## src/color_track_pkg.sv

```systemverilog
`default_nettype none

package color_track_pkg;

    localparam int HCOUNT_W = 11;   // up to 2047 columns
    localparam int VCOUNT_W = 10;
    localparam int H_ACTIVE = 1280;
    localparam int V_ACTIVE = 720;

    localparam int PIX565_W = 16;
    localparam int CHAN_W   = 8;
    localparam int THRESH_W = 4;    // switch nibble, lands in the top of an 8-bit bound

    localparam int SUM_W      = 32; // accumulators and divider datapath
    localparam int COUNT_W    = 21; // 1280*720 fits
    localparam int DIV_CYCLES = SUM_W;
    localparam int DIV_CNT_W  = $clog2(DIV_CYCLES);

    // rgb to ycrcb, coefficients scaled by 256
    localparam int COEF_W = 10;
    localparam int PROD_W = 18;     // widest sum is 66+129+25 times 255 plus rounding
    localparam logic signed [COEF_W-1:0] Y_R_COEF  = 10'sd66;
    localparam logic signed [COEF_W-1:0] Y_G_COEF  = 10'sd129;
    localparam logic signed [COEF_W-1:0] Y_B_COEF  = 10'sd25;
    localparam logic signed [COEF_W-1:0] CR_R_COEF = 10'sd112;
    localparam logic signed [COEF_W-1:0] CR_G_COEF = -10'sd94;
    localparam logic signed [COEF_W-1:0] CR_B_COEF = -10'sd18;
    localparam logic signed [COEF_W-1:0] CB_R_COEF = -10'sd38;
    localparam logic signed [COEF_W-1:0] CB_G_COEF = -10'sd74;
    localparam logic signed [COEF_W-1:0] CB_B_COEF = 10'sd112;
    localparam logic signed [PROD_W-1:0] ROUND_BIAS = 18'sd128; // half lsb before >>8
    localparam logic [CHAN_W-1:0] Y_OFFSET = 8'd16;
    localparam logic [CHAN_W-1:0] C_OFFSET = 8'd128;  // flips msb, signed to offset-binary

    localparam logic [1:0] CHAN_Y  = 2'd0;
    localparam logic [1:0] CHAN_CR = 2'd1;
    localparam logic [1:0] CHAN_CB = 2'd2;

    localparam logic [1:0] MODE_CAMERA  = 2'd0;
    localparam logic [1:0] MODE_CHANNEL = 2'd1;
    localparam logic [1:0] MODE_MASK    = 2'd2;
    localparam logic [1:0] MODE_OVERLAY = 2'd3;

endpackage

`default_nettype wire

```

## src/pixel_stream_if.sv

```systemverilog
`timescale 1ns/1ps
`default_nettype none

// converted pixel, colour converter to thresholder
interface ycc_beat_if import color_track_pkg::*; ();
    logic                valid;
    logic                last;     // frame end
    logic [HCOUNT_W-1:0] hcount;
    logic [VCOUNT_W-1:0] vcount;
    logic [CHAN_W-1:0]   r, g, b;  // expanded 888
    logic [CHAN_W-1:0]   y;
    logic [CHAN_W-1:0]   cr, cb;   // offset-binary

    modport src (output valid, last, hcount, vcount, r, g, b, y, cr, cb);
    modport dst (input valid, last, hcount, vcount, r, g, b, y, cr, cb);
endinterface

// thresholded pixel, fans out to centroid and display
interface mask_beat_if import color_track_pkg::*; ();
    logic                valid;
    logic                last;
    logic [HCOUNT_W-1:0] hcount;
    logic [VCOUNT_W-1:0] vcount;
    logic [CHAN_W-1:0]   r, g, b;
    logic [CHAN_W-1:0]   y;
    logic [CHAN_W-1:0]   chan;     // whichever of y/cr/cb was picked
    logic                mask;

    modport src (output valid, last, hcount, vcount, r, g, b, y, chan, mask);
    modport dst (input valid, last, hcount, vcount, r, g, b, y, chan, mask);
endinterface

`default_nettype wire

```

## src/color_convert.sv

```systemverilog
`timescale 1ns/1ps
`default_nettype none

module color_convert import color_track_pkg::*; (
    input  wire                 clk_pixel,
    input  wire                 recent_reset,
    input  wire                 pixel_valid_i,
    input  wire                 frame_end_i,
    input  wire [HCOUNT_W-1:0]  hcount_i,
    input  wire [VCOUNT_W-1:0]  vcount_i,
    input  wire [PIX565_W-1:0]  pixel_i,
    ycc_beat_if.src             ycc_o
);

    // stage 1, 565 widened to 888
    logic                s1_valid, s1_last;
    logic [HCOUNT_W-1:0] s1_hcount;
    logic [VCOUNT_W-1:0] s1_vcount;
    logic [CHAN_W-1:0]   s1_r, s1_g, s1_b;

    // stage 2, weighted sums (still scaled by 256)
    logic                s2_valid, s2_last;
    logic [HCOUNT_W-1:0] s2_hcount;
    logic [VCOUNT_W-1:0] s2_vcount;
    logic [CHAN_W-1:0]   s2_r, s2_g, s2_b;
    logic signed [PROD_W-1:0] y_sum, cr_sum, cb_sum;

    always_ff @(posedge clk_pixel) begin
        if (recent_reset) begin
            s1_valid    <= 1'b0;
            s2_valid    <= 1'b0;
            ycc_o.valid <= 1'b0;
        end else begin
            s1_valid    <= pixel_valid_i;
            s2_valid    <= s1_valid;
            ycc_o.valid <= s2_valid;
        end
    end

    always_ff @(posedge clk_pixel) begin
        s1_last   <= frame_end_i;
        s1_hcount <= hcount_i;
        s1_vcount <= vcount_i;
        s1_r      <= {pixel_i[15:11], 3'b000};  // low bits zero, not replicated
        s1_g      <= {pixel_i[10:5], 2'b00};
        s1_b      <= {pixel_i[4:0], 3'b000};
    end

    always_ff @(posedge clk_pixel) begin
        s2_last   <= s1_last;
        s2_hcount <= s1_hcount;
        s2_vcount <= s1_vcount;
        s2_r      <= s1_r;
        s2_g      <= s1_g;
        s2_b      <= s1_b;
        // colours zero-extended so the multiply stays signed
        y_sum  <= Y_R_COEF * $signed({1'b0, s1_r}) + Y_G_COEF * $signed({1'b0, s1_g})
                + Y_B_COEF * $signed({1'b0, s1_b}) + ROUND_BIAS;
        cr_sum <= CR_R_COEF * $signed({1'b0, s1_r}) + CR_G_COEF * $signed({1'b0, s1_g})
                + CR_B_COEF * $signed({1'b0, s1_b}) + ROUND_BIAS;
        cb_sum <= CB_R_COEF * $signed({1'b0, s1_r}) + CB_G_COEF * $signed({1'b0, s1_g})
                + CB_B_COEF * $signed({1'b0, s1_b}) + ROUND_BIAS;
    end

    // stage 3
    // bits [15:8] are the low byte of sum >>> 8, then offset, wrap to 8 bits
    always_ff @(posedge clk_pixel) begin
        ycc_o.last   <= s2_last;
        ycc_o.hcount <= s2_hcount;
        ycc_o.vcount <= s2_vcount;
        ycc_o.r      <= s2_r;
        ycc_o.g      <= s2_g;
        ycc_o.b      <= s2_b;
        ycc_o.y      <= y_sum[15:8] + Y_OFFSET;
        ycc_o.cr     <= cr_sum[15:8] + C_OFFSET;   // same as msb inversion
        ycc_o.cb     <= cb_sum[15:8] + C_OFFSET;
    end

endmodule

`default_nettype wire

```

## src/channel_threshold.sv

```systemverilog
`timescale 1ns/1ps
`default_nettype none

module channel_threshold import color_track_pkg::*; (
    input  wire                 clk_pixel,
    input  wire                 recent_reset,
    ycc_beat_if.dst             ycc_i,
    input  wire [1:0]           channel_sel_i,
    input  wire [THRESH_W-1:0]  lower_i,
    input  wire [THRESH_W-1:0]  upper_i,
    mask_beat_if.src            beat_o
);

    logic [CHAN_W-1:0] sel_chan;
    logic [CHAN_W-1:0] lower_bound, upper_bound;

    // switch nibble is the top half of the bound
    assign lower_bound = {lower_i, {(CHAN_W-THRESH_W){1'b0}}};
    assign upper_bound = {upper_i, {(CHAN_W-THRESH_W){1'b0}}};

    always_comb begin
        case (channel_sel_i)
            CHAN_Y:  sel_chan = ycc_i.y;
            CHAN_CR: sel_chan = ycc_i.cr;
            CHAN_CB: sel_chan = ycc_i.cb;
            default: sel_chan = ycc_i.y;   // spare code falls back to luma
        endcase
    end

    always_ff @(posedge clk_pixel) begin
        if (recent_reset) begin
            beat_o.valid <= 1'b0;
        end else begin
            beat_o.valid <= ycc_i.valid;
        end
    end

    always_ff @(posedge clk_pixel) begin
        beat_o.last   <= ycc_i.last;
        beat_o.hcount <= ycc_i.hcount;
        beat_o.vcount <= ycc_i.vcount;
        beat_o.r      <= ycc_i.r;
        beat_o.g      <= ycc_i.g;
        beat_o.b      <= ycc_i.b;
        beat_o.y      <= ycc_i.y;
        beat_o.chan   <= sel_chan;
        beat_o.mask   <= (lower_bound <= sel_chan) && (sel_chan <= upper_bound); // inclusive
    end

endmodule

`default_nettype wire

```

## src/serial_divider.sv

```systemverilog
`timescale 1ns/1ps
`default_nettype none

// restoring divider, first quotient bit is resolved on the start edge
module serial_divider import color_track_pkg::*; (
    input  wire              clk_pixel,
    input  wire              recent_reset,
    input  wire              start_i,
    input  wire [SUM_W-1:0]  dividend_i,
    input  wire [SUM_W-1:0]  divisor_i,
    output logic [SUM_W-1:0] quotient_o,
    output logic             done_o
);

    logic                 busy;
    logic [DIV_CNT_W-1:0] bits_left;   // iterations still to go after this one
    logic [SUM_W-1:0]     rem_q, quo_q, div_q;
    logic [SUM_W-1:0]     rem_in, quo_in, div_in;
    logic [SUM_W:0]       shifted, diff;
    logic [SUM_W-1:0]     rem_next, quo_next;

    always_comb begin
        rem_in  = start_i ? '0 : rem_q;
        quo_in  = start_i ? dividend_i : quo_q;  // dividend shifts out msb first
        div_in  = start_i ? divisor_i : div_q;
        shifted = {rem_in, quo_in[SUM_W-1]};
        diff    = shifted - {1'b0, div_in};
        if (!diff[SUM_W]) begin  // no borrow, subtraction fits
            rem_next = diff[SUM_W-1:0];
            quo_next = {quo_in[SUM_W-2:0], 1'b1};
        end else begin
            rem_next = shifted[SUM_W-1:0];
            quo_next = {quo_in[SUM_W-2:0], 1'b0};
        end
    end

    always_ff @(posedge clk_pixel) begin
        if (recent_reset) begin
            busy      <= 1'b0;
            done_o    <= 1'b0;
            bits_left <= '0;
        end else begin
            done_o <= 1'b0;
            if (start_i) begin
                busy      <= 1'b1;
                bits_left <= DIV_CNT_W'(DIV_CYCLES - 1);
            end else if (busy) begin
                bits_left <= bits_left - 1'b1;
                if (bits_left == 1) begin  // final bit lands this edge
                    busy   <= 1'b0;
                    done_o <= 1'b1;
                end
            end
        end
    end

    always_ff @(posedge clk_pixel) begin
        if (start_i || busy) begin
            rem_q <= rem_next;
            quo_q <= quo_next;
        end
        if (start_i) begin
            div_q <= divisor_i;
        end
    end

    assign quotient_o = quo_q;   // meaningful while done_o is high

endmodule

`default_nettype wire

```

## src/center_of_mass.sv

```systemverilog
`timescale 1ns/1ps
`default_nettype none

module center_of_mass import color_track_pkg::*; (
    input  wire                 clk_pixel,
    input  wire                 recent_reset,
    mask_beat_if.dst            beat_i,
    output logic [HCOUNT_W-1:0] x_com_o,
    output logic [VCOUNT_W-1:0] y_com_o,
    output logic                com_valid_o
);

    logic               hit;
    logic [SUM_W-1:0]   x_sum, y_sum, x_next, y_next;
    logic [COUNT_W-1:0] count, count_next;

    // snapshot of the finished frame, held for the dividers
    logic [SUM_W-1:0]   x_num, y_num, den;
    logic               div_start;
    logic [SUM_W-1:0]   x_quot, y_quot;
    logic               x_done, y_done;

    assign hit        = beat_i.valid && beat_i.mask;
    assign x_next     = x_sum + (hit ? SUM_W'(beat_i.hcount) : '0);
    assign y_next     = y_sum + (hit ? SUM_W'(beat_i.vcount) : '0);
    assign count_next = count + (hit ? COUNT_W'(1) : '0);

    always_ff @(posedge clk_pixel) begin
        if (recent_reset) begin
            x_sum     <= '0;
            y_sum     <= '0;
            count     <= '0;
            div_start <= 1'b0;
        end else begin
            div_start <= 1'b0;
            if (beat_i.valid && beat_i.last) begin
                x_sum     <= '0;   // fresh frame starts next beat
                y_sum     <= '0;
                count     <= '0;
                div_start <= (count_next != '0);  // empty frame, keep old centre
            end else if (beat_i.valid) begin
                x_sum <= x_next;
                y_sum <= y_next;
                count <= count_next;
            end
        end
    end

    always_ff @(posedge clk_pixel) begin
        if (beat_i.valid && beat_i.last) begin
            x_num <= x_next;   // frame-end pixel counts too
            y_num <= y_next;
            den   <= SUM_W'(count_next);
        end
    end

    serial_divider u_x_div (
        .clk_pixel    (clk_pixel),
        .recent_reset (recent_reset),
        .start_i      (div_start),
        .dividend_i   (x_num),
        .divisor_i    (den),
        .quotient_o   (x_quot),
        .done_o       (x_done)
    );

    serial_divider u_y_div (
        .clk_pixel    (clk_pixel),
        .recent_reset (recent_reset),
        .start_i      (div_start),
        .dividend_i   (y_num),
        .divisor_i    (den),
        .quotient_o   (y_quot),
        .done_o       (y_done)
    );

    // both run in lockstep, but wait on the pair anyway
    always_ff @(posedge clk_pixel) begin
        if (recent_reset) begin
            x_com_o     <= '0;
            y_com_o     <= '0;
            com_valid_o <= 1'b0;
        end else begin
            com_valid_o <= x_done && y_done;
            if (x_done && y_done) begin
                x_com_o <= x_quot[HCOUNT_W-1:0];  // mean of on-screen coords, always fits
                y_com_o <= y_quot[VCOUNT_W-1:0];
            end
        end
    end

endmodule

`default_nettype wire

```

## src/video_mux.sv

```systemverilog
`timescale 1ns/1ps
`default_nettype none

module video_mux import color_track_pkg::*; (
    input  wire                 clk_pixel,
    input  wire                 recent_reset,
    mask_beat_if.dst            beat_i,
    input  wire [1:0]           display_sel_i,
    input  wire                 crosshair_en_i,
    input  wire [HCOUNT_W-1:0]  x_com_i,
    input  wire [VCOUNT_W-1:0]  y_com_i,
    output logic [CHAN_W-1:0]   red_o,
    output logic [CHAN_W-1:0]   green_o,
    output logic [CHAN_W-1:0]   blue_o,
    output logic                valid_o,
    output logic                last_o
);

    logic [3*CHAN_W-1:0] bg_rgb, pix_rgb;
    logic                on_cross;

    always_comb begin
        case (display_sel_i)
            MODE_CAMERA:  bg_rgb = {beat_i.r, beat_i.g, beat_i.b};
            MODE_CHANNEL: bg_rgb = {3{beat_i.chan}};           // gray
            MODE_MASK:    bg_rgb = {3*CHAN_W{beat_i.mask}};    // white or black
            MODE_OVERLAY: bg_rgb = beat_i.mask ? 24'hFF00FF : {3{beat_i.chan}};
            default:      bg_rgb = {beat_i.r, beat_i.g, beat_i.b};
        endcase
    end

    // crosshair wins over every mode
    assign on_cross = crosshair_en_i && ((beat_i.hcount == x_com_i) || (beat_i.vcount == y_com_i));
    assign pix_rgb  = on_cross ? '1 : bg_rgb;

    always_ff @(posedge clk_pixel) begin
        if (recent_reset) begin
            valid_o <= 1'b0;
            last_o  <= 1'b0;
        end else begin
            valid_o <= beat_i.valid;
            last_o  <= beat_i.valid && beat_i.last;
        end
    end

    always_ff @(posedge clk_pixel) begin
        {red_o, green_o, blue_o} <= pix_rgb;
    end

endmodule

`default_nettype wire

```

## src/color_track_top.sv

```systemverilog
`timescale 1ns/1ps
`default_nettype none

module color_track_top import color_track_pkg::*; (
    input  wire                 clk_pixel,
    input  wire                 recent_reset,
    input  wire                 pixel_valid_i,
    input  wire                 frame_end_i,      // on the last pixel of a frame
    input  wire [HCOUNT_W-1:0]  hcount_i,
    input  wire [VCOUNT_W-1:0]  vcount_i,
    input  wire [PIX565_W-1:0]  pixel_i,
    input  wire [1:0]           channel_sel_i,
    input  wire [THRESH_W-1:0]  lower_i,
    input  wire [THRESH_W-1:0]  upper_i,
    input  wire [1:0]           display_sel_i,
    input  wire                 crosshair_en_i,
    output logic [CHAN_W-1:0]   red_o,
    output logic [CHAN_W-1:0]   green_o,
    output logic [CHAN_W-1:0]   blue_o,
    output logic                valid_o,          // 5 clocks after pixel_valid_i
    output logic                last_o,
    output logic [HCOUNT_W-1:0] x_com_o,
    output logic [VCOUNT_W-1:0] y_com_o,
    output logic                com_valid_o
);

    ycc_beat_if  u_ycc_beat ();
    mask_beat_if u_mask_beat ();

    // 3 cycles
    color_convert u_color_convert (
        .clk_pixel     (clk_pixel),
        .recent_reset  (recent_reset),
        .pixel_valid_i (pixel_valid_i),
        .frame_end_i   (frame_end_i),
        .hcount_i      (hcount_i),
        .vcount_i      (vcount_i),
        .pixel_i       (pixel_i),
        .ycc_o         (u_ycc_beat)
    );

    // 1 cycle
    channel_threshold u_channel_threshold (
        .clk_pixel     (clk_pixel),
        .recent_reset  (recent_reset),
        .ycc_i         (u_ycc_beat),
        .channel_sel_i (channel_sel_i),
        .lower_i       (lower_i),
        .upper_i       (upper_i),
        .beat_o        (u_mask_beat)
    );

    // runs beside the display path, result lands well after frame end
    center_of_mass u_center_of_mass (
        .clk_pixel    (clk_pixel),
        .recent_reset (recent_reset),
        .beat_i       (u_mask_beat),
        .x_com_o      (x_com_o),
        .y_com_o      (y_com_o),
        .com_valid_o  (com_valid_o)
    );

    // 1 cycle
    video_mux u_video_mux (
        .clk_pixel      (clk_pixel),
        .recent_reset   (recent_reset),
        .beat_i         (u_mask_beat),
        .display_sel_i  (display_sel_i),
        .crosshair_en_i (crosshair_en_i),
        .x_com_i        (x_com_o),   // last finished centre
        .y_com_i        (y_com_o),
        .red_o          (red_o),
        .green_o        (green_o),
        .blue_o         (blue_o),
        .valid_o        (valid_o),
        .last_o         (last_o)
    );

endmodule

`default_nettype wire

```

## config.mk

```make
export PLATFORM = sky130hd
export DESIGN_NAME = color_track_top
export DESIGN_NICKNAME = d
export VERILOG_FILES = /design/src/color_track_pkg.sv /design/src/pixel_stream_if.sv /design/src/color_convert.sv /design/src/channel_threshold.sv /design/src/serial_divider.sv /design/src/center_of_mass.sv /design/src/video_mux.sv /design/src/color_track_top.sv
export SDC_FILE = /design/constraint.sdc
export NUM_CORES = 1
export LEC_CHECK = 0
export BUFFER_PORTS_ARGS = -buffer_cell sky130_fd_sc_hd__buf_2
export CAP_MARGIN = 10
export CORE_MARGIN = 4
export CORE_UTILIZATION = 55
export DETAILED_ROUTE_END_ITERATION = 8
export PLACE_DENSITY = 0.73
export SLEW_MARGIN = 20
export SYNTH_ARGS = -nofsm -noshare
export SYNTH_HDL_FRONTEND = slang
export SYNTH_HIERARCHICAL = 1
export SYNTH_SLANG_ARGS = --single-unit
```

## constraint.sdc

```tcl
create_clock -name clk_pixel -period 4.8 [get_ports clk_pixel]
set_input_delay 0.24 -clock clk_pixel [delete_from_list [all_inputs] [get_ports clk_pixel]]
set_output_delay 0.24 -clock clk_pixel [all_outputs]
set_load 0.05 [all_outputs]
```

# Yosys cells after proc, flatten, opt, wreduce, memory -nomap -nowiden
# Index checks and enable logic that the tools add are counted.
[classes]
order_cmp = 2
n_eq_ne = 9
n_bitwise = 3
n_mux = 28
reduce_logical = 16
n_mul = 9
n_addsub = 19
[op_table]
columns = ["op", "count"]
rows = [
  ["32-bit 2-to-1 mux", 8],
  ["16-bit adder", 6],
  ["24-bit case mux with 4 select lines", 1],
  ["33-bit by 32-bit subtractor with 33-bit output", 2],
  ["32-bit adder", 2],
  ["16-bit by 9-bit adder with 16-bit output (second input constant)", 3],
  ["7-bit by 7-bit multiplier with 13-bit output (first input constant)", 2],
  ["24-bit 2-to-1 mux", 1],
  ["21-bit adder", 1],
  ["21-bit nonzero test", 1],
  ["5-bit 2-to-1 mux", 4],
  ["8-bit adder (second input constant)", 2],
  ["8-bit <= comparator", 2],
  ["3-bit by 5-bit multiplier with 8-bit output (first input constant)", 2],
  ["8-bit case mux with 2 select lines", 1],
  ["8-bit by 6-bit multiplier with 14-bit output (first input constant)", 1],
  ["6-bit by 6-bit multiplier with 12-bit output (first input constant)", 1],
  ["11-bit == test", 1],
  ["5-bit by 6-bit multiplier with 11-bit output (first input constant)", 1],
  ["6-bit by 5-bit multiplier with 11-bit output (first input constant)", 1],
  ["1-bit 2-to-1 mux", 11],
  ["11-bit 2-to-1 mux", 1],
  ["10-bit == test", 1],
  ["5-bit by 1-bit == test with 1-bit output (second input constant)", 2],
  ["other kinds (13)", 28],
]
[totals]
ff_bits = 662
wordCells = 149
input_bits = 54
out_inout_bits = 48

# Depth between registers and ports, before layout
[logic_depth]
ltp_word = 4
depth_mapped = 23
ltp_nobuf = 23

# Hierarchy
# The synthesis kept the hierarchy.
[modules_own_cells]
columns = ["module", "area_per_inst_um2", "seq_area_each_um2", "instances", "cells_each"]
rows = [
  ["center_of_mass", 9850.7, 4714.5, 1, 1022],
  ["color_convert", 8972.4, 3303.2, 1, 781],
  ["serial_divider (u_center_of_mass.u_x_div)", 6165.9, 2702.6, 1, 540],
  ["serial_divider (u_center_of_mass.u_y_div)", 6155.9, 2702.6, 1, 538],
  ["channel_threshold", 1721.7, 1281.2, 1, 125],
  ["video_mux", 1268.7, 520.5, 1, 149],
]

# Worst setup path before layout
# Ideal clock, no wire load.
[synth_path]
kind = "reg-to-reg"
start = "reg u_color_convert.s1_g[4]"
end = "reg u_color_convert.cb_sum[15]"
setup_ns = 0.121
path_slack_ns = -0.389
required_ns = 4.679
t_arrival_ns = 5.068
path_buffers = 0
period_less_slack_ns = 5.189
path_stages_with_launch = 23
cell_sequence = "dfxtp_1 > inv_1 > fa_1 > inv_1 > ha_1 > or2_2 > fa_1 > inv_1 > fa_1 > inv_1 > ha_1 > o21ai_0 > o21bai_1 > xor2_1 > fa_1 > ha_1 > xor2_1 > xnor2_1 > xnor2_1 > xnor2_1 > xnor2_1 > xnor2_1 > xnor2_1"
[synth_via]
elab_chain_cells = 4
[synth_lines]
columns = ["element", "line_no", "text"]
rows = [
  ["from (decl)", "color_convert.sv:19", "logic [CHAN_W-1:0] s1_r, s1_g, s1_b;"],
  ["from (signal assigned)", "color_convert.sv:45", "s1_g <= {pixel_i[10:5], 2'b00};"],
  ["7-bit by 7-bit multiplier with 13-bit output", "color_convert.sv:61", "cb_sum <= CB_R_COEF * $signed({1'b0, s1_r}) + CB_G_COEF * $signed({1'b0, s1_g})"],
  ["16-bit adder", "color_convert.sv:61", ""],
  ["16-bit adder", "color_convert.sv:62", "+ CB_B_COEF * $signed({1'b0, s1_b}) + ROUND_BIAS;"],
  ["16-bit by 9-bit adder with 16-bit output", "color_convert.sv:62", ""],
  ["to (signal assigned)", "color_convert.sv:61", ""],
  ["to (decl)", "color_convert.sv:26", "logic signed [PROD_W-1:0] y_sum, cr_sum, cb_sum;"],
]
# Every way passes these cells.
# A chain may end at the register's enable or synchronous reset.

# Final worst setup path
[layout_path]
start = "reg u_color_convert.s1_g[4]"
end = "reg u_color_convert.cr_sum[15]"
[layout_via]
elab_chain_cells = 4
[layout_lines]
columns = ["element", "line_no", "text"]
rows = [
  ["7-bit by 7-bit multiplier with 13-bit output", "color_convert.sv:59", "cr_sum <= CR_R_COEF * $signed({1'b0, s1_r}) + CR_G_COEF * $signed({1'b0, s1_g})"],
  ["16-bit adder", "color_convert.sv:59", ""],
  ["16-bit adder", "color_convert.sv:60", "+ CR_B_COEF * $signed({1'b0, s1_b}) + ROUND_BIAS;"],
  ["16-bit by 9-bit adder with 16-bit output", "color_convert.sv:60", ""],
  ["to (signal assigned)", "color_convert.sv:59", ""],
  ["to (decl)", "color_convert.sv:26", ""],
]
# Every way passes these cells.

==> impl_metrics.tcl <==
set metrics [dict create \
    grt_antenna_before_repair 4 \
    dpl.hpwl_um 51900 \
    hp-start "display_sel_i[0]" \
    seqCellArea_um2 15100 \
    synth-warning-count 6 \
    vias 23300 \
    num_io_pins 102 \
    netlist_area_um2 34000 \
    grt_max_degree 63 \
    htreeDepth 3 \
    violations "negative setup slack" \
    cts.path.max_buffers 3 \
    diodes 0 \
    layout-drive-gt1-share_pct 19.3 \
    fin_cells 4200 \
    dieArea_um2 65800 \
    skew_ps 52.5 \
    required_ps 5290 \
    area_growth_pct 14.9 \
    worst_pin_slew_ps 965 \
    setup_violations 5 \
    wl_per_cell_um 17.2 \
    fin_ws_ps -335 \
    rrSetupSlack_ps -330 \
    dr.pass1.iters 5 \
    grt_use_total_pct 21.6 \
    place_congestion 0.923 \
    synth.avg_cell_area_um2 10.8 \
    die_h_um 257 \
    hold_depth 3 \
    placed_cells 4023 \
    nFillCells 4686 \
    drc 0 \
    min_period_ps 5130 \
    final_nets 3752 \
    r2r_cells 22 \
    cts.clk_slew.worst_paths_ps 70 \
    maxCapViolCount 0 \
    status "finished, violations left" \
    grt_overflow 0 \
    cts_sinks 646 \
    leakagePower_nw 17.0 \
    arrival_ps 5620 \
    peakVddDrop_mv 1.18 \
    reg2reg_from "u_color_convert/s1_g[4]" \
    drtAntennaViolNets 0 \
    multi_input_area_um2 17900 \
    timing.rr.end "u_color_convert/cr_sum[15]" \
    clock_latency_ps 620 \
    io_buffer_count 101 \
    hold_path_end "u_video_mux/green_o[4]" \
    finalCritPeriodShare_pct 107 \
    first_iter_violations 1347 \
    grt_pass1_wl_um 119000 \
    start_util_pct 55.9 \
    drv_slew 0 \
    row_count 90 \
    power_density_nw_per_um2 489 \
    fmax_ghz 0.195 \
    grt_setup_unrepaired "yes" \
    wirelength_um 72400 \
    slew_headroom_pct 35.7 \
    numCtsBuffers 68 \
    cts_tree "built" \
    cp-end-kind "register" \
    power_mw 19.1 \
    final-hold-violation-count 0 \
    viasPerCell 5.55 \
    start_kind "register" \
    worstHoldPathType "in -> reg" \
    grt_pass1_vias 23900 \
    root_buffer "clkbuf_16" \
    path_class "reg -> reg" \
    crit_fanout 4 \
    synth_cells 3147 \
    core_area_um2 60800 \
    die_width_um 257 \
]
[layout make-up]
class / instances / share of cell area, %
Inverter: 247 / 2.38
Tap cell: 782 / 2.51
Multi-Input combinational cell: 2156 / 45.8
Sequential cell: 646 / 38.7
Clock inverter: 30 / 0.801
Timing Repair Buffer: 243 / 4.46
Clock buffer: 96 / 5.40
[cells in the final DEF, fill, tap and decap left out, types with 22 or more instances in the layout]
master,n
a211oi_1,23
a21o_1,51
a21oi_1,155
a31oi_1,26
and2b_2,35
and3_1,41
buf_2,101
buf_4,95
clkbuf_16,77
conb_1,30
dfxtp_1,423
dlygate4sd3_1,41
edfxtp_1,213
fa_1,68
ha_1,240
ha_4,22
inv_1,235
mux2_2,68
mux2_4,51
mux2i_1,92
nand2_1,198
nand3_1,51
nand4_1,39
nor2_1,188
nor2b_1,51
nor3_1,38
o211ai_1,25
o21ai_0,60
xnor2_1,160
xor2_1,103
[critical path: stages (launching register included)]
cell      delay [ps]
dfxtp_4          370
inv_4             40
fa_1             570
inv_2             80
buf_4            150
ha_4             230
fa_1             480
inv_1             50
fa_1             490
inv_2             50
ha_4             260
inv_1             40
o21bai_1         170
a21oi_2           80
xor2_1           180
fa_1             560
inv_2             50
ha_4             140
xor2_1           140
xnor2_1          190
xnor2_1          110
xnor2_1          230
xor3_1           330
[per-stage QoR]
step           cell area [µm²]  worst slack [ps]  TNS [ps]  hold WS, ps  util, %
2_1_floorplan            34200             -11.7     -11.7          268        -
3_3_place_gp             35800              -134      -279          310     58.9
3_5_place_dp             35800              -272      -805          312     58.9
4_1_cts                  38800              -298      -737         89.2     63.9
5_1_grt                  39000              -536     -2360          168     64.2
6_report                 39000              -335     -1160          135     64.2
[report_power, final]
group | switching [mW] | internal (mW) | leakage [nW]
sequential | 0.185 | 6.11 | 5.70
combinational | 3.73 | 3.56 | 10.1
clock | 2.30 | 3.19 | 1.20
[per-layer routing]
layer	vias to the layer above	wire, µm	GRT usage, %
met5	-	0	0
met3	149	3710	3.92
li1	11400	-	-
met2	524	35200	37.0
met4	0	2340	7.91
met1	11300	31100	27.4
[worst max path at each step]
stage	slack, ps	cells after the start	start	end
detailed placement	-270	23	u_color_convert/s1_g[3]	u_color_convert/cb_sum[15]
finish	-330	22	u_color_convert/s1_g[4]	u_color_convert/cr_sum[15]
floorplan	-10	21	u_color_convert/s1_g[4]	u_color_convert/cr_sum[15]
CTS	-300	22	u_color_convert/s1_g[4]	u_color_convert/cb_sum[15]
global placement	-130	21	u_color_convert/s1_g[4]	u_color_convert/cr_sum[15]
global route	-540	22	u_color_convert/s1_g[4]	u_color_convert/cb_sum[15]
[timing repair]
action	in CTS	in global routing
endpoints found under the hold margin	40	0
endpoints found under the setup margin	6	10
setup buffers	5	5
gates resized for setup	27	27
pin swaps	33	27
hold buffers	41	0
[sequential cells by signal (all words and copies together) (netlist names), 11 cells and up]
name / count
u_color_convert/ycc_o.hcount: 11
u_center_of_mass/y_num: 32
u_center_of_mass/u_y_div/rem_q: 32
u_center_of_mass/u_x_div/rem_q: 32
u_center_of_mass/u_x_div/div_q: 32
u_center_of_mass/x_com_o: 11
u_channel_threshold/beat_o.hcount: 11
u_center_of_mass/y_sum: 32
u_center_of_mass/x_sum: 32
u_center_of_mass/x_num: 32
u_center_of_mass/u_y_div/div_q: 32
u_center_of_mass/den: 21
u_center_of_mass/count: 21
u_center_of_mass/u_x_div/quotient_o: 32
u_color_convert/s1_hcount: 11
u_center_of_mass/u_y_div/quotient_o: 32
u_color_convert/s2_hcount: 11
Power figures use the tool's default switching activity.
